$ cat src/hdl/synth_pkg.sv
package synth_pkg;

   // sizes
   localparam int n_keys      = 5;
   localparam int n_switches  = 8;
   localparam int sync_stages = 3;
   localparam int key_idx_w   = $clog2(n_keys);

   // switch word fields
   localparam int wave_lsb = 0;
   localparam int wave_w   = 2;
   localparam int scale_lsb = 4;
   localparam int scale_w  = 4;

   localparam int sample_w = 8;
   localparam int phase_w  = 8;

   localparam int pwm_frame  = 256;
   localparam int pwm_cnt_w  = $clog2(pwm_frame);
   localparam int pwm_offset = 127; // centres a signed sample in the frame
   localparam int square_amp = 100;

   typedef logic [3:0]                 semitone_t; // 0 to 12 above the root
   typedef logic signed [sample_w-1:0] sample_t;
   typedef logic [scale_w-1:0]         scale_sel_t;
   typedef logic [phase_w-1:0]         phase_t;

   typedef enum logic [wave_w-1:0] {
      wave_square = 2'd0,
      wave_saw    = 2'd1,
      wave_tri    = 2'd2,
      wave_mute   = 2'd3
   } wave_sel_t;

endpackage

$ cat src/hdl/scale_pkg.sv
package scale_pkg;

   import synth_pkg::*;

   localparam int n_scales    = 16;
   localparam int n_semitones = 13;

   // five scale degrees per select code, as semitones above the root
   localparam semitone_t scale_table [n_scales][n_keys] = '{
      '{4'd0, 4'd3, 4'd5, 4'd7,  4'd10},
      '{4'd0, 4'd3, 4'd7, 4'd10, 4'd12},
      '{4'd0, 4'd3, 4'd5, 4'd7,  4'd8},
      '{4'd2, 4'd4, 4'd6, 4'd7,  4'd9},
      '{4'd0, 4'd2, 4'd3, 4'd5,  4'd8},
      '{4'd0, 4'd2, 4'd7, 4'd9,  4'd10},
      '{4'd0, 4'd2, 4'd3, 4'd5,  4'd7},
      '{4'd0, 4'd2, 4'd4, 4'd6,  4'd7},
      '{4'd2, 4'd4, 4'd5, 4'd7,  4'd8},
      '{4'd0, 4'd3, 4'd5, 4'd7,  4'd9},
      '{4'd3, 4'd5, 4'd7, 4'd8,  4'd12},
      '{4'd0, 4'd4, 4'd7, 4'd11, 4'd12},
      '{4'd0, 4'd2, 4'd4, 4'd7,  4'd9},
      '{4'd2, 4'd3, 4'd7, 4'd8,  4'd10},
      '{4'd5, 4'd7, 4'd9, 4'd11, 4'd12},
      '{4'd0, 4'd2, 4'd4, 4'd5,  4'd7}
   };

   // phase step per frame for each semitone, roughly equal tempered
   localparam phase_t phase_inc_table [n_semitones] = '{
      8'd16, // root
      8'd17,
      8'd18,
      8'd19,
      8'd20,
      8'd21,
      8'd22,
      8'd24, // fifth
      8'd25,
      8'd27,
      8'd28,
      8'd30,
      8'd32  // octave, twice the root
   };

endpackage

$ cat src/hdl/input_sync.sv
`timescale 1ns/10ps

module input_sync
   import synth_pkg::*;
(
   input  logic                  clk,
   input  logic                  rstn,
   input  logic [n_switches-1:0] sw,
   input  logic [n_keys-1:0]     note_enn,
   output logic [n_switches-1:0] sw_sync,
   output logic [n_keys-1:0]     key_on
);

   logic [n_switches-1:0] sw_q  [sync_stages];
   logic [n_keys-1:0]     key_q [sync_stages];

   always_ff @(posedge clk or negedge rstn)
   begin
      if (!rstn)
      begin
         for (int i = 0; i < sync_stages; i++)
         begin
            sw_q[i]  <= '0;
            key_q[i] <= '1; // keys released
         end
      end
      else
      begin
         sw_q[0]  <= sw;
         key_q[0] <= note_enn;
         for (int i = 1; i < sync_stages; i++)
         begin
            sw_q[i]  <= sw_q[i-1];
            key_q[i] <= key_q[i-1];
         end
      end
   end

   assign sw_sync = sw_q[sync_stages-1];
   assign key_on  = ~key_q[sync_stages-1]; // pressed reads as 1

endmodule

$ cat src/hdl/note_select.sv
`timescale 1ns/10ps

module note_select
   import synth_pkg::*, scale_pkg::*;
(
   input  scale_sel_t        scale_sel,
   input  logic [n_keys-1:0] key_on,
   output semitone_t         semitone,
   output logic              gate
);

   logic [key_idx_w-1:0] key_idx;
   semitone_t            scale_row [n_keys];

   // lowest index wins, scanned from the top so the last hit stays
   always_comb
   begin
      key_idx = '0;
      for (int i = n_keys - 1; i >= 0; i--)
      begin
         if (key_on[i])
         begin
            key_idx = key_idx_w'(i);
         end
      end
   end

   assign gate = |key_on;

   // row of five degrees for the selected scale
   always_comb
   begin
      for (int k = 0; k < n_keys; k++)
      begin
         scale_row[k] = scale_table[scale_sel][k];
      end
   end

   assign semitone = scale_row[key_idx]; // key 0 when nothing pressed

endmodule

$ cat src/hdl/tone_gen.sv
`timescale 1ns/10ps

module tone_gen
   import synth_pkg::*, scale_pkg::*;
(
   input  logic      clk,
   input  logic      rstn,
   input  semitone_t semitone,
   input  logic      gate,
   input  wave_sel_t wave_sel,
   input  logic      frame_strobe,
   output sample_t   sample
);

   phase_t  phase;
   phase_t  phase_inc;
   phase_t  tri_fold;
   sample_t square_s;
   sample_t saw_s;
   sample_t tri_s;

   assign phase_inc = phase_inc_table[semitone];

   // one step per pwm frame, restart from zero on release
   always_ff @(posedge clk or negedge rstn)
   begin
      if (!rstn)
      begin
         phase <= '0;
      end
      else if (frame_strobe)
      begin
         if (gate)
            phase <= phase + phase_inc;
         else
            phase <= '0;
      end
   end

   assign square_s = phase[7] ? -sample_t'(square_amp) : sample_t'(square_amp);

   // p - 128, with p = 0 lifted so the duty never goes below zero
   assign saw_s = (phase == '0) ? -sample_t'(pwm_offset)
                                : sample_t'({~phase[7], phase[6:0]});

   // upper half mirrored onto the lower half, then 2q - 127
   assign tri_fold = phase[7] ? ~phase : phase;
   assign tri_s    = sample_t'({tri_fold[6:0], 1'b0} - 8'd127);

   always_comb
   begin
      sample = '0;
      if (gate)
      begin
         case (wave_sel)
            wave_square: sample = square_s;
            wave_saw:    sample = saw_s;
            wave_tri:    sample = tri_s;
            default:     sample = '0; // mute
         endcase
      end
   end

endmodule

$ cat src/hdl/pwm_dac.sv
`timescale 1ns/10ps

module pwm_dac
   import synth_pkg::*;
(
   input  logic    clk,
   input  logic    rstn,
   input  sample_t sample,
   output logic    frame_strobe,
   output logic    pwm_out
);

   logic [pwm_cnt_w-1:0] frame_cnt;
   logic [pwm_cnt_w-1:0] on_cnt;
   logic [pwm_cnt_w-1:0] duty;

   // -127..127 maps to 0..254 high cycles
   assign duty = pwm_cnt_w'(unsigned'(sample)) + pwm_cnt_w'(pwm_offset);

   assign frame_strobe = (frame_cnt == pwm_cnt_w'(pwm_frame - 1));

   always_ff @(posedge clk or negedge rstn)
   begin
      if (!rstn)
         frame_cnt <= '0;
      else
         frame_cnt <= frame_cnt + 1'b1; // wraps at frame end
   end

   always_ff @(posedge clk or negedge rstn)
   begin
      if (!rstn)
      begin
         on_cnt <= '0;
      end
      else if (frame_strobe)
      begin
         on_cnt <= duty;
      end
      else if (on_cnt != '0)
      begin
         on_cnt <= on_cnt - 1'b1; // holds at zero
      end
   end

   always_ff @(posedge clk or negedge rstn)
   begin
      if (!rstn)
         pwm_out <= 1'b0;
      else
         pwm_out <= (on_cnt != '0);
   end

endmodule

$ cat src/hdl/synth_top.sv
`timescale 1ns/10ps

module synth_top
   import synth_pkg::*;
(
   input  logic                  clk,
   input  logic                  rstn,
   input  logic [n_switches-1:0] sw,
   input  logic [n_keys-1:0]     note_enn,
   output logic                  pwm_out
);

   logic [n_switches-1:0] sw_sync;
   logic [n_keys-1:0]     key_on;
   semitone_t             semitone;
   logic                  gate;
   logic                  frame_strobe;
   sample_t               sample;

   input_sync i_input_sync (
      .clk      (clk),
      .rstn     (rstn),
      .sw       (sw),
      .note_enn (note_enn),
      .sw_sync  (sw_sync),
      .key_on   (key_on)
   );

   // bits 3:2 of the switch word are reserved
   note_select i_note_select (
      .scale_sel (scale_sel_t'(sw_sync[scale_lsb +: scale_w])),
      .key_on    (key_on),
      .semitone  (semitone),
      .gate      (gate)
   );

   tone_gen i_tone_gen (
      .clk          (clk),
      .rstn         (rstn),
      .semitone     (semitone),
      .gate         (gate),
      .wave_sel     (wave_sel_t'(sw_sync[wave_lsb +: wave_w])),
      .frame_strobe (frame_strobe),
      .sample       (sample)
   );

   pwm_dac i_pwm_dac (
      .clk          (clk),
      .rstn         (rstn),
      .sample       (sample),
      .frame_strobe (frame_strobe),
      .pwm_out      (pwm_out)
   );

endmodule

$ cat config.mk
export PLATFORM = sky130hd
export DESIGN_NAME = synth_top
export DESIGN_NICKNAME = d
export VERILOG_FILES = /design/src/hdl/synth_pkg.sv /design/src/hdl/scale_pkg.sv /design/src/hdl/input_sync.sv /design/src/hdl/note_select.sv /design/src/hdl/tone_gen.sv /design/src/hdl/pwm_dac.sv /design/src/hdl/synth_top.sv
export SDC_FILE = /design/constraint.sdc
export NUM_CORES = 1
export LEC_CHECK = 0
export ABC_CLOCK_PERIOD_IN_PS = 5100
export BUFFER_PORTS_ARGS = -buffer_cell sky130_fd_sc_hd__buf_2
export CORE_UTILIZATION = 61
export DETAILED_ROUTE_END_ITERATION = 8
export PLACE_DENSITY = 0.8
export SLEW_MARGIN = 0
export SYNTH_ARGS = -nofsm -noshare
export SYNTH_HDL_FRONTEND = slang
export SYNTH_SLANG_ARGS = --single-unit
$ cat constraint.sdc
create_clock -name clk -period 5.1 [get_ports clk]
set_clock_uncertainty 0.2 [all_clocks]
set_input_delay 0.765 -clock clk [delete_from_list [all_inputs] [get_ports clk]]
set_output_delay 0.765 -clock clk [all_outputs]
set_load 0.1 [all_outputs]
# Word level (Yosys, flattened, before mapping)
# Memory sizes are Yosys's and may differ from the RTL's.
# Index checks and enable logic that the tools add are counted.
# totals
regBits	64
mem_bits_ro	448
input_bits	15
out_inout_bits	1
wordCells	54
mem_count	2
# classes
add_sub_neg	5
magnitude_cmp	3
n_eq_ne	3
mux	20
bitwise_logic	6
reduce_logical	5
# mem_list
memory	depth	word_bits	rd	rd_clocked_by_memory_dff	wr	line	text
(name not given)	16	20	1	0	0	note_select.sv:35	scale_row[k] = scale_table[scale_sel][k];
(name not given)	16	8	1	0	0	tone_gen.sv:22	assign phase_inc = phase_inc_table[semitone];
# ops
cell	n
two-way mux 8 bit	8
two-way mux 20 bit	2
case mux 8 bit (3 select lines)	1
two-way mux 3 bit	5
binary-select mux 4 bit (select 3 bit)	1
>= comparator 5 bit, second input constant	2
inverter 4 -> 5 bit	2
adder 8 x 1 -> 8 bit, second input constant	1
adder 8 x 7 -> 8 bit, second input constant	1
adder 8 bit	1
== test 8 bit, second input constant	1
zero test 8 bit	1
two-way mux 4 bit	2
nonzero test 8 bit	1
subtractor 8 x 1 -> 8 bit, second input constant	1
subtractor 8 x 7 -> 8 bit, second input constant	1
two-way mux 7 bit	1
inverter 7 bit	1
inverter 5 bit	1
OR reduction 5 bit	1
>= comparator 4 bit, second input constant	1
inverter 3 -> 4 bit	1
== test 2 x 1 -> 1 bit, second input constant	1
== test 2 bit, second input constant	1
3 further kinds	3

# Depth between registers and ports, before layout
# Gate-level depths: netlist (run 1).
# logic_depth
ltp_word	16
depth_mapped	19
ltp_nobuf	19

# Modules after synthesis
# A second synthesis (run 1) with hierarchy kept.
# hier_totals
hier_cells	340
hier_area_um2	3510.9
# by_module_without_submodules
module	instances	cells_per_inst	area_each_um2	seq_area_each_um2
input_sync	1	52	1073.5	994.7
pwm_dac	1	90	939.7	425.4
tone_gen	1	122	934.6	200.2
note_select	1	76	563.0	0.0

# Least setup slack after synthesis (run 1)
# OpenSTA, ideal clock, no wires.
# synth_path
kind	register -> register
startpoint	reg i_input_sync.sw_q (netlist bit i_input_sync.sw_sync[5])
endpoint	reg i_tone_gen.phase[6]
setup_time_ns	0.124
arrival_time_ns	3.443
required_ns	4.776
setup_slack_ns	1.333
path_stages_with_launch	19
path_buffers	0
synth_period_minus_slack_ns	3.767
cell_sequence	dfrtp_1 > inv_1 > ha_1 > mux4_1 > nand2_1 > o21ai_1 > a311oi_2 > nand2b_1 > a32o_2 > ha_1 > inv_1 > fa_1 > nor2b_1 > o21ai_0 > nand2b_1 > a21o_1 > a21oi_1 > and3_1 > a211o_1
# synth_between
elab_chain_len	13
# synth_rtl
item	line	text
start, declared	input_sync.sv:14	logic [n_switches-1:0] sw_q [sync_stages];
start signal, assigned by index	input_sync.sv:33	sw_q[i] <= sw_q[i-1];
inverter 4 -> 5 bit (implied by the code)	note_select.sv:35	
memory read (16 x 20 bit)	n/a	
two-way mux 20 bit (implied by the code) (2 in a row)	note_select.sv:35	
binary-select mux 4 bit (select 3 bit)	note_select.sv:39	assign semitone = scale_row[key_idx];
two-way mux 4 bit (implied by the code) (2 in a row)	note_select.sv:39	
inverter 4 -> 5 bit (implied by the code)	tone_gen.sv:22	
memory read (16 x 8 bit)	n/a	
two-way mux 8 bit (implied by the code) (2 in a row)	tone_gen.sv:22	
adder 8 bit	tone_gen.sv:34	phase <= phase + phase_inc;
two-way mux 8 bit	tone_gen.sv:33	if (gate)
end signal, assigned	tone_gen.sv:34	
end, declared	tone_gen.sv:15	phase_t phase;
# Every way passes these cells. The select of a mux whose other input is x is not followed.
# A chain may end at the register's enable or synchronous reset.

# Worst setup path in the final report (run 1)
# layout_path
startpoint	reg i_input_sync.sw_q (netlist bit i_input_sync.sw_sync[5])
endpoint	reg i_tone_gen.phase[5]
# The elaborated chain is that of the path after synthesis.

==> impl_metrics.json, run 1 <==
{
  "fmax_mhz": 236,
  "start_util_pct": 64.4,
  "async_flop_share_pct": 100,
  "final_cell_mix": "dfrtp_1 (43), nand2_1 (29), nor2_1 (24), inv_1 (20), a21oi_1 (20)",
  "hold_depth": 0,
  "synth-seq-cells": 58,
  "grt_util_met3_pct": 6.99,
  "dieWidth_um": 75.9,
  "vias": 2476,
  "finalNonFillerCells": 425,
  "grt_pass1_wl_um": 10900,
  "reg2reg_depth": 15,
  "drt_iter0_drc": 124,
  "setup_tns_ps": 0,
  "synthToLayoutAreaGrowth_pct": 10.3,
  "grt_pass1_vias": 2396,
  "antenna_left": 0,
  "gp_congestion": 0.828,
  "worst_slew_pin_slew_ps": 888,
  "yosysWarnings": 0,
  "post-place-ws_ps": 917,
  "cts.sinks": 58,
  "hold_class": "reg2reg",
  "syn-num-nets": 372,
  "layout_commonest_cell": "dfrtp_1",
  "die_h_um": 75.9,
  "rsz0062_at_grt": "no",
  "syn-cell-area_sq_um": 3330,
  "worstPathArrival_ps": 4320,
  "leakagePower_uw": 0.00167,
  "io_pins": 16,
  "nFillCells": 363,
  "avgSynthCellArea_sq_um": 9.86,
  "met2_usage_pct": 40.5,
  "cts_tree": "built",
  "track_usage_pct": 24.3,
  "ys_seq_area_share_pct": 44.1,
  "ys.flop_type": "dfrtp_1",
  "yosysTopAreaCellShare_pct": 32.3,
  "critPathCaptureType": "register",
  "fp-row-count": 26,
  "wl_per_cell_um": 14.6,
  "slew_headroom_pct": 40.6,
  "dr.pass1.iters": 4,
  "fin_util_pct": 71.1,
  "route.detailed.drc": 0,
  "hold_buffers": 0,
  "worstSetupPathType": "reg2reg",
  "grt_overflow": 0,
  "holdWs_ps": 148,
  "via_per_inst": 5.83,
  "die_area_sq_um": 5760,
  "syn_inst": 338,
  "hold_viol_final": 0,
  "cts_resized": 0,
  "antenna_found_initial": 0,
  "dp.cells": 409,
  "synthTopCellsByArea": "dfrtp_1 (32%), dfstp_2 (12%), ha_1 (6.8%)",
  "dp_hpwl_um": 4090,
  "drive_gt1_share_pct": 16.9,
  "grt_max_degree": 59,
  "clkTransAtPathRegs_ps": 70,
  "synth_top_area_cell": "dfrtp_1",
  "required_ps": 5180,
  "synth_edf_count": 0,
  "powerDensity_nw_per_um2": 299,
  "vdd_drop_max_uv": 312,
  "cp_max_fo": 8,
  "cts-htree-levels": 3,
  "setup-violations-final": 0,
  "status": "finished, final reports clean",
  "finalCritPeriodShare_pct": 83.1,
  "root_buffer": "clkbuf_8",
  "io_buffers": 13,
  "cap_viol_max_count": 0,
  "timing.final.ws_setup_ps": 864,
  "wirelength_um": 6210,
  "fin_nets": 384,
  "cts_setup_buffers": 0,
  "antenna_cells": 0,
  "worstSetupStartpointType": "register",
  "clk_path_buf_depth": 2,
  "finalMaxSlewViolations": 0,
  "post-route-min-period_ps": 4240,
  "use_met1_pct": 30.1,
  "ys_types": 65,
  "cts_made_buffers": 9,
  "coreArea_sq_um": 5170,
  "clock_latency_ps": 340,
  "grt_most_used_layer": "met2"
}
[cells in the mapped netlist (all sizes together) (5+ instances only)]
cell type,number
nand2,30
o21ai,25
clkbuf,7
or3,5
inv,20
buf,6
nor2,24
a21oi,22
nand2b,5
dfstp,15
and3,5
a211oi,5
xnor2,12
nor2b,6
dfrtp,43
mux2i,10
nor3,10
ha,18
nand3,13
[critical path: stages, from the launching register on]
cell       delay (ps)
dfrtp_1           480
inv_1             160
ha_1              290
mux4_1            500
nand2_1            80
o21ai_1            80
a311oi_2          400
nand2_1           120
and3b_1           190
ha_1              270
a21o_1            180
a21o_1            180
and2_1            180
o31a_1            250
a2111oi_0         490
a21o_1            140
[where the power goes]
part / internal (uW) / leakage, uW / total (uW) / switching, uW
clock network: 339 / 0.000121 / 513 / 174
logic: 39.3 / 0.000844 / 90.6 / 51.3
registers: 478 / 0.000702 / 494 / 15.4
total: 857 / 0.00167 / 1100 / 241
[cells by family after synthesis]
logic type      share of synthesized area, %
xor+xnor                                4.20
mux                                     5.14
flops                                   44.1
compound gates                          16.8
buf+inv                                 4.09
simple gates                            18.3
fa+ha+maj                               7.36
[sequential cells by signal, indices dropped and copies added, names as in the netlist]
name / flops
i_pwm_dac.pwm_out: 1
i_input_sync.sw_q: 12
i_pwm_dac.frame_cnt: 8
i_input_sync.key_q: 15
i_pwm_dac.on_cnt: 8
i_input_sync.sw_sync: 6
i_tone_gen.phase: 8
[through the flow]
step                      total power [uW]  instance area [sq um]
after global routing                  1150                   3680
after detailed placement               591                   3430
final                                 1100                   3680
after global placement                 589                   3430
after floorplan                        565                   3330
after CTS                             1110                   3680
[area by class of cell]
type	instances	area [sq um]	share of cell area, %
Clock inverter	4	98.8	2.69
Clock buffer	12	145	3.95
Sequential cell	58	1470	40.0
Timing Repair Buffer	14	72.6	1.97
Tap cell	70	87.6	2.38
Inverter	20	75.1	2.04
Multi-Input combinational cell	247	1730	47.0
[per-layer routing]
layer	vias up	part of all wire, %
met3	11	4.0
li1	1230	-
met1	1190	46
met4	0	1.8
met5	-	0
met2	45	48
[worst paths after layout]
kind / endpoint / startpoint / slack [ps]
setup reg to reg: i_tone_gen.phase[5] / i_input_sync.sw_sync[5] / 860
hold reg to reg: i_input_sync.sw_q[13] / i_input_sync.sw_q[21] / 150
setup / recovery: i_tone_gen.phase[5] / i_input_sync.sw_sync[5] / 860
min in group asynchronous: i_pwm_dac.frame_cnt[1] / rstn / 360
max in group asynchronous: i_tone_gen.phase[2] / rstn / 3890
hold / removal: i_input_sync.sw_q[13] / i_input_sync.sw_q[21] / 150
(Power assumes the default switching activity.)
==> run 2: changes to the inputs <==
--- a/config.mk
+++ b/config.mk
@@ -5,7 +5,8 @@
 export SDC_FILE = /design/constraint.sdc
 export NUM_CORES = 1
 export LEC_CHECK = 0
-export ABC_CLOCK_PERIOD_IN_PS = 5100
+export ABC_AREA = 1
+export ABC_CLOCK_PERIOD_IN_PS = 4000
 export BUFFER_PORTS_ARGS = -buffer_cell sky130_fd_sc_hd__buf_2
 export CORE_UTILIZATION = 61
 export DETAILED_ROUTE_END_ITERATION = 8
==> constraint.sdc (replaced) <==
create_clock -name clk -period 4 [get_ports clk]
set_clock_uncertainty 0.2 [all_clocks]
set_input_delay 0.6 -clock clk [delete_from_list [all_inputs] [get_ports clk]]
set_output_delay 0.6 -clock clk [all_outputs]
set_load 0.1 [all_outputs]
==> run 2 against run 1 <==
Combinational power increased by 45%. Sequential share of layout area decreased by 0.63 points. Fmax grew 15%. Cell count increased by 19%. Critical path type unchanged. Non-clock buffer count rose by 1. Largest power group is now registers. Clock power up 5.7%. Worst setup slack worse by 560 ps. Die area increased by 1.9%. Synthesized area up 2.0%.
==> impl_metrics.json, run 2 <==
{
  "io_buffers": 13,
  "ys.flop_type": "dfrtp_1",
  "fmax_mhz": 271,
  "p_sw_uw": 320,
  "async_flop_share_pct": 100,
  "grt_pass1_wl_um": 11300,
  "setup_tns_ps": 0,
  "dp_hpwl_um": 4600,
  "power_frac_seq_pct": 48.2,
  "die_h_um": 76.7,
  "root_buffer": "clkbuf_8",
  "clk_path_buf_depth": 2,
  "clock_latency_ps": 330,
  "yosysMostFrequentCell": "nand2_1",
  "grt_overflow": 0,
  "worstPathArrival_ps": 3710,
  "final_cell_mix": "nand2_1 (92), nand3_1 (42), dfrtp_1 (41), inv_1 (40), nor2_1 (27)",
  "cts_tree": "built",
  "synth_top_area_cell": "dfrtp_1",
  "cp_top_family": "simple AND/OR/NAND/NOR gates",
  "fin_util_pct": 71.4,
  "route.detailed.drc": 0,
  "synthTopCellsByArea": "dfrtp_1 (32%), dfstp_2 (12%), nand2_1 (10%)",
  "cts.sinks": 58,
  "seqCellArea_sq_um": 1470,
  "io_pins": 16,
  "fp-row-count": 26,
  "combPwrFrac_pct": 10.1,
  "cap_viol_max_count": 0,
  "setup-violations-final": 0,
  "start_util_pct": 64.9,
  "dieWidth_um": 76.7,
  "clkTransAtPathRegs_ps": 60,
  "dr.pass1.iters": 4,
  "powerDensity_nw_per_um2": 347,
  "worstSetupPathType": "reg2reg",
  "status": "finished, final reports clean",
  "crit_chain": "clkinvlp_4 > ha_2 > o21ai_2 > o21ai_2 > a31oi_4 > nand3_2 > nand2_1 > nand3_1 > inv_1 > ha_1 > inv_1 > fa_1 > inv_1 > nand3_1 > and2_1 > or2_1 > nand2_1 > a21oi_1 > nor2_1 > xor2_1 > nor2_1",
  "via_per_inst": 5.32,
  "worst_slew_pin_slew_ps": 495,
  "track_usage_pct": 24.5,
  "synth-seq-cells": 58,
  "clkPwrFrac_pct": 41.8,
  "hold_class": "reg2reg",
  "drt_iter0_drc": 185,
  "worstHoldStart": "i_input_sync.sw_q[22]",
  "worstSetupStartpointType": "register",
  "path_common_cell": "inv_1",
  "critPathCaptureType": "register",
  "hold_depth": 0,
  "reg2reg_from": "i_input_sync.sw_sync[4]",
  "coreArea_sq_um": 5240,
  "synthToLayoutAreaGrowth_pct": 10.0,
  "yosysWarnings": 0,
  "finalMaxSlewViolations": 0,
  "top_regs": "i_input_sync.key_q: 15 flops, i_input_sync.sw_q: 12 flops",
  "required_ps": 4010,
  "path_buf_inv": 4,
  "cts_setup_buffers": 0,
  "antenna_found_initial": 0,
  "gp_congestion": 0.930,
  "ys_types": 40,
  "fin_nets": 463,
  "leakagePower_uw": 0.00182,
  "vias": 2681,
  "synth_commonest_cells": "nand2_1 (92), dfrtp_1 (43), nand3_1 (42), inv_1 (41), nor2_1 (27)",
  "slew_headroom_pct": 67.0,
  "hold_viol_final": 0,
  "die_area_sq_um": 5880,
  "wl_per_cell_um": 12.9,
  "slowest_stage": "dfrtp_2",
  "drive_gt1_share_pct": 23.0,
  "wirelength_um": 6490,
  "worstHoldEndpoint": "i_input_sync.sw_q[14]",
  "syn-num-nets": 442,
  "reg2reg_depth": 21,
  "ys_seq_area_share_pct": 43.2,
  "r2r_setup_slack_ps": 310,
  "avgSynthCellArea_sq_um": 8.33,
  "antenna_left": 0,
  "finalCritPeriodShare_pct": 92.4,
  "largest_reg_flops": 15,
  "synth_edf_count": 0,
  "cts-htree-levels": 3,
  "antenna_cells": 0,
  "vdd_drop_max_uv": 377,
  "grt_max_degree": 44,
  "syn_inst": 408,
  "multiInputGateArea_sq_um": 1670,
  "cp_max_fo": 7,
  "rsz0062_at_grt": "no",
  "nFillCells": 398,
  "syn-cell-area_sq_um": 3400,
  "yosysTopAreaCellShare_pct": 31.7,
  "cts_made_buffers": 9,
  "grt_pass1_vias": 2643,
  "swShare_pct": 24.7,
  "p_int_uw": 977,
  "post-route-min-period_ps": 3690,
  "r2r-end": "i_tone_gen.phase[6]",
  "registers.top_by_ff_count": "i_input_sync.key_q",
  "layout_commonest_cell": "nand2_1",
  "cp_slowest_stage_delay_ps": 460
}
-- run 2: worst max path at each step --
stage | slack (ps) | endpoint | from | cells past startpoint
floorplan | 620 | i_tone_gen.phase[6] | i_input_sync.sw_sync[4] | 21
global placement | 340 | i_tone_gen.phase[6] | i_input_sync.sw_sync[4] | 21
detailed placement | 270 | i_tone_gen.phase[6] | i_input_sync.sw_sync[4] | 21
CTS | 230 | i_tone_gen.phase[6] | i_input_sync.sw_sync[4] | 21
global route | 20 | i_tone_gen.phase[6] | i_input_sync.sw_sync[4] | 21
finish | 310 | i_tone_gen.phase[6] | i_input_sync.sw_sync[4] | 21
-- run 2: cell type report --
cell class | count | share of cell area [%]
clock buffers | 12 | 4.15
well taps | 70 | 2.34
clock inverters | 4 | 1.34
repair buffers | 15 | 2.21
multi-input cells | 288 | 44.7
inverters | 57 | 5.89
flip-flops and latches | 58 | 39.4
-- run 2: stage by stage --
step	power, uW	std cells	instance area (sq um)	hold WS, ps	setup WS (ps)
4_1_cts	1310	504	3730	150	225
2_1_floorplan	725	408	3400	104	619
6_report	1300	504	3740	149	305
3_3_place_gp	757	487	3520	132	341
5_1_grt	1350	504	3740	145	15.5
3_5_place_dp	763	487	3520	137	273
-- run 2: what timing repair did --
action	CTS	global route
gates resized for setup	0	4
hold endpoints to repair	15	0
setup endpoints to repair	0	1
hold buffers	1	0
-- run 2: worst reg2reg max path: stages, from the launching register on --
cell and delay [ps]:
dfrtp_2 460, clkinvlp_4 190, ha_2 360, o21ai_2 170
o21ai_2 90, a31oi_4 230, nand3_2 130, nand2_1 80
nand3_1 60, inv_1 60, ha_1 150, inv_1 50
fa_1 360, inv_1 90, nand3_1 60, and2_1 170
or2_1 230, nand2_1 70, a21oi_1 60, nor2_1 110
xor2_1 160, nor2_1 50
-- run 2: cell families (layout without fill, tap and decap cells) --
| group | Yosys count | after routing | share of synthesized area, % |
|---|---|---|---|
| AOI/OAI and AO/OA | 54 | 54 | 10.6 |
| adders and majority gates | 19 | 19 | 7.21 |
| xor gates and xnor gates | 12 | 12 | 3.09 |
| DFF | 58 | 58 | 43.2 |
| and+or+nand+nor | 203 | 203 | 28.3 |
| buffers and inverters | 62 | 88 | 7.62 |
-- run 2: metal layers --
layer | vias to the layer above | wire [um] | share of wire (%) | track usage (%)
met5 | - | 0 | 0 | 0
met3 | 17 | 258 | 4.0 | 5.95
met1 | 1222 | 2970 | 46 | 30.4
li1 | 1368 | - | - | -
met4 | 0 | 131 | 2.0 | 11.2
met2 | 74 | 3140 | 48 | 40.4
-- run 2: power by group through the flow --
stage	clock network [uW]	logic, uW	registers, uW
after detailed placement	0	129	634
final	542	131	625
after global placement	0	125	632
after CTS	554	131	624
after global routing	575	149	626
after floorplan	0	96.9	628
==> run 3: changes to the inputs <==
--- a/config.mk
+++ b/config.mk
@@ -8,9 +8,9 @@
 export ABC_AREA = 1
 export ABC_CLOCK_PERIOD_IN_PS = 4000
 export BUFFER_PORTS_ARGS = -buffer_cell sky130_fd_sc_hd__buf_2
-export CORE_UTILIZATION = 61
+export CORE_UTILIZATION = 33
 export DETAILED_ROUTE_END_ITERATION = 8
-export PLACE_DENSITY = 0.8
+export PLACE_DENSITY = 0.49
 export SLEW_MARGIN = 0
 export SYNTH_ARGS = -nofsm -noshare
 export SYNTH_HDL_FRONTEND = slang
==> run 3 against run 2 <==
Sequential share of layout area down 0.86 points. Die area is 82% higher. Sequential power barely moved. First-iteration DRC count is 50% lower. Cell area increased by 2.2%. Critical path type unchanged.
==> impl_metrics.json, run 3 (synthesis gave the netlist of run 2 again) <==
{
  "required_ps": 4020,
  "p_sw_uw": 324,
  "clk_path_buf_depth": 2,
  "p_int_uw": 1020,
  "drt_iter0_drc": 92,
  "path_common_cell": "inv_1",
  "io_pins": 16,
  "dp_hpwl_um": 5060,
  "worstPathArrival_ps": 3620,
  "combPwrFrac_pct": 9.7,
  "io_buffers": 13,
  "die_h_um": 103,
  "cap_viol_max_count": 0,
  "wl_per_cell_um": 11.6,
  "multiInputGateArea_sq_um": 1670,
  "antenna_left": 0,
  "worstSetupPathType": "reg2reg",
  "fmax_mhz": 277,
  "track_usage_pct": 14.0,
  "via_per_inst": 4.60,
  "status": "finished, final reports clean",
  "vias": 2610,
  "vdd_drop_max_uv": 270,
  "start_util_pct": 34.5,
  "leakagePower_uw": 0.00184,
  "coreArea_sq_um": 9860,
  "rsz0062_at_grt": "no",
  "top_regs": "i_input_sync.key_q: 15 flops, i_input_sync.sw_q: 12 flops",
  "cp_slowest_stage_delay_ps": 440,
  "grt_pass1_wl_um": 11400,
  "route.detailed.drc": 0,
  "clkTransAtPathRegs_ps": 60,
  "grt_overflow": 0,
  "powerDensity_nw_per_um2": 352,
  "root_buffer": "clkbuf_8",
  "cts_tree": "built",
  "cts_made_buffers": 9,
  "worst_slew_pin_slew_ps": 531,
  "gp_congestion": 0.863,
  "crit_chain": "inv_2 > ha_1 > o21ai_2 > o21ai_2 > a31oi_4 > nand3_2 > nand2_1 > nand3_1 > inv_1 > ha_1 > inv_1 > fa_1 > inv_1 > nand3_1 > and2_1 > or2_1 > nand2_1 > a21oi_1 > nor2_1 > xor2_1 > nor2_1",
  "grt_pass1_vias": 2491,
  "grt_max_degree": 25,
  "hold_viol_final": 0,
  "largest_reg_flops": 15,
  "die_area_sq_um": 10700,
  "design_area_sq_um": 3820,
  "worstSetupStartpointType": "register",
  "placedInstanceArea_sq_um": 3600,
  "drive_gt1_share_pct": 23.0,
  "fp-row-count": 36,
  "nFillCells": 1003,
  "cts.sinks": 58,
  "clock_latency_ps": 330,
  "hold_class": "in2async",
  "final_cell_mix": "nand2_1 (92), nand3_1 (42), dfrtp_1 (41), inv_1 (40), nor2_1 (27)",
  "synthToLayoutAreaGrowth_pct": 12.5,
  "slowest_stage": "dfrtp_2",
  "layout_commonest_cell": "nand2_1",
  "dr.pass1.iters": 4,
  "setup-violations-final": 0,
  "critPathCaptureType": "register",
  "power_frac_seq_pct": 46.3,
  "finalCritPeriodShare_pct": 90.1,
  "registers.top_by_ff_count": "i_input_sync.key_q",
  "antenna_cells": 0,
  "dieWidth_um": 103,
  "fin_nets": 463,
  "cp_max_fo": 7,
  "post-route-min-period_ps": 3600,
  "wirelength_um": 6570,
  "swShare_pct": 24.1,
  "setup_tns_ps": 0,
  "seqCellArea_sq_um": 1470,
  "clkPwrFrac_pct": 43.9,
  "slew_headroom_pct": 64.6,
  "finalMaxSlewViolations": 0,
  "cts-htree-levels": 3,
  "antenna_found_initial": 0,
  "reg2reg_depth": 21
}
==> run 3: path summary, 6_finish.rpt <==
kind | to | slack [ps] | startpoint
max in group asynchronous | i_input_sync.key_q[12] | 2830 | rstn
setup / recovery | i_tone_gen.phase[6] | 400 | i_input_sync.sw_sync[4]
hold reg to reg | i_input_sync.sw_q[9] | 150 | i_input_sync.sw_q[17]
setup reg to reg | i_tone_gen.phase[6] | 400 | i_input_sync.sw_sync[4]
hold / removal | i_tone_gen.phase[3] | 40 | rstn
min in group clk | i_input_sync.sw_q[9] | 150 | i_input_sync.sw_q[17]
==> run 3: routing by layer <==
| metal | GRT usage (%) | routed length (um) |
|---|---|---|
| met2 | 21.8 | 2950 |
| met4 | 4.88 | 54 |
| met1 | 19.1 | 3360 |
| met5 | 0 | 0 |
| met3 | 3.29 | 203 |
==> run 3: area by class of cell <==
type	instances	area share, %
Sequential cell	58	38.5
Clock buffer	11	3.70
Timing Repair Buffer	15	2.09
Clock inverter	5	2.03
Tap cell	133	4.35
Inverter	57	5.66
Multi-Input combinational cell	288	43.7
==> run 3: per-stage QoR <==
step / power [uW] / instances / setup WS (ps) / hold WS, ps / utilization [%]
3_5_place_dp: 766 / 551 / 252 / 135 / 36.5
6_report: 1340 / 567 / 395 / 44.6 / 38.8
4_1_cts: 1370 / 567 / 222 / 50.8 / 38.7
2_1_floorplan: 725 / 408 / 619 / 104 / -
5_1_grt: 1410 / 567 / 41.6 / 82.2 / 38.8
3_3_place_gp: 764 / 551 / 280 / 131 / 36.5
==> run 3: worst max-delay path: cells and delay by family, from the launching register on <==
family / cells / cell delay, ps
and+or+nand+nor: 9 / 950
adders and majority gates: 3 / 880
AOI/OAI and AO/OA: 4 / 560
DFF: 1 / 440
buffers and inverters: 4 / 290
xor gates and xnor gates: 1 / 170
==> run 3: repair_timing <==
item	CTS	global route
hold buffers	0	0
resized for setup	0	3
setup endpoints to repair	0	1
hold endpoints to repair	0	0
buffers inserted	0	0
==> run 3: power groups by stage <==
stage | clock, uW | sequential (uW) | combinational, uW
final | 591 | 623 | 131
after global routing | 637 | 625 | 151
after CTS | 613 | 623 | 133
after detailed placement | 0 | 633 | 132
after global placement | 0 | 633 | 132
after floorplan | 0 | 628 | 96.9
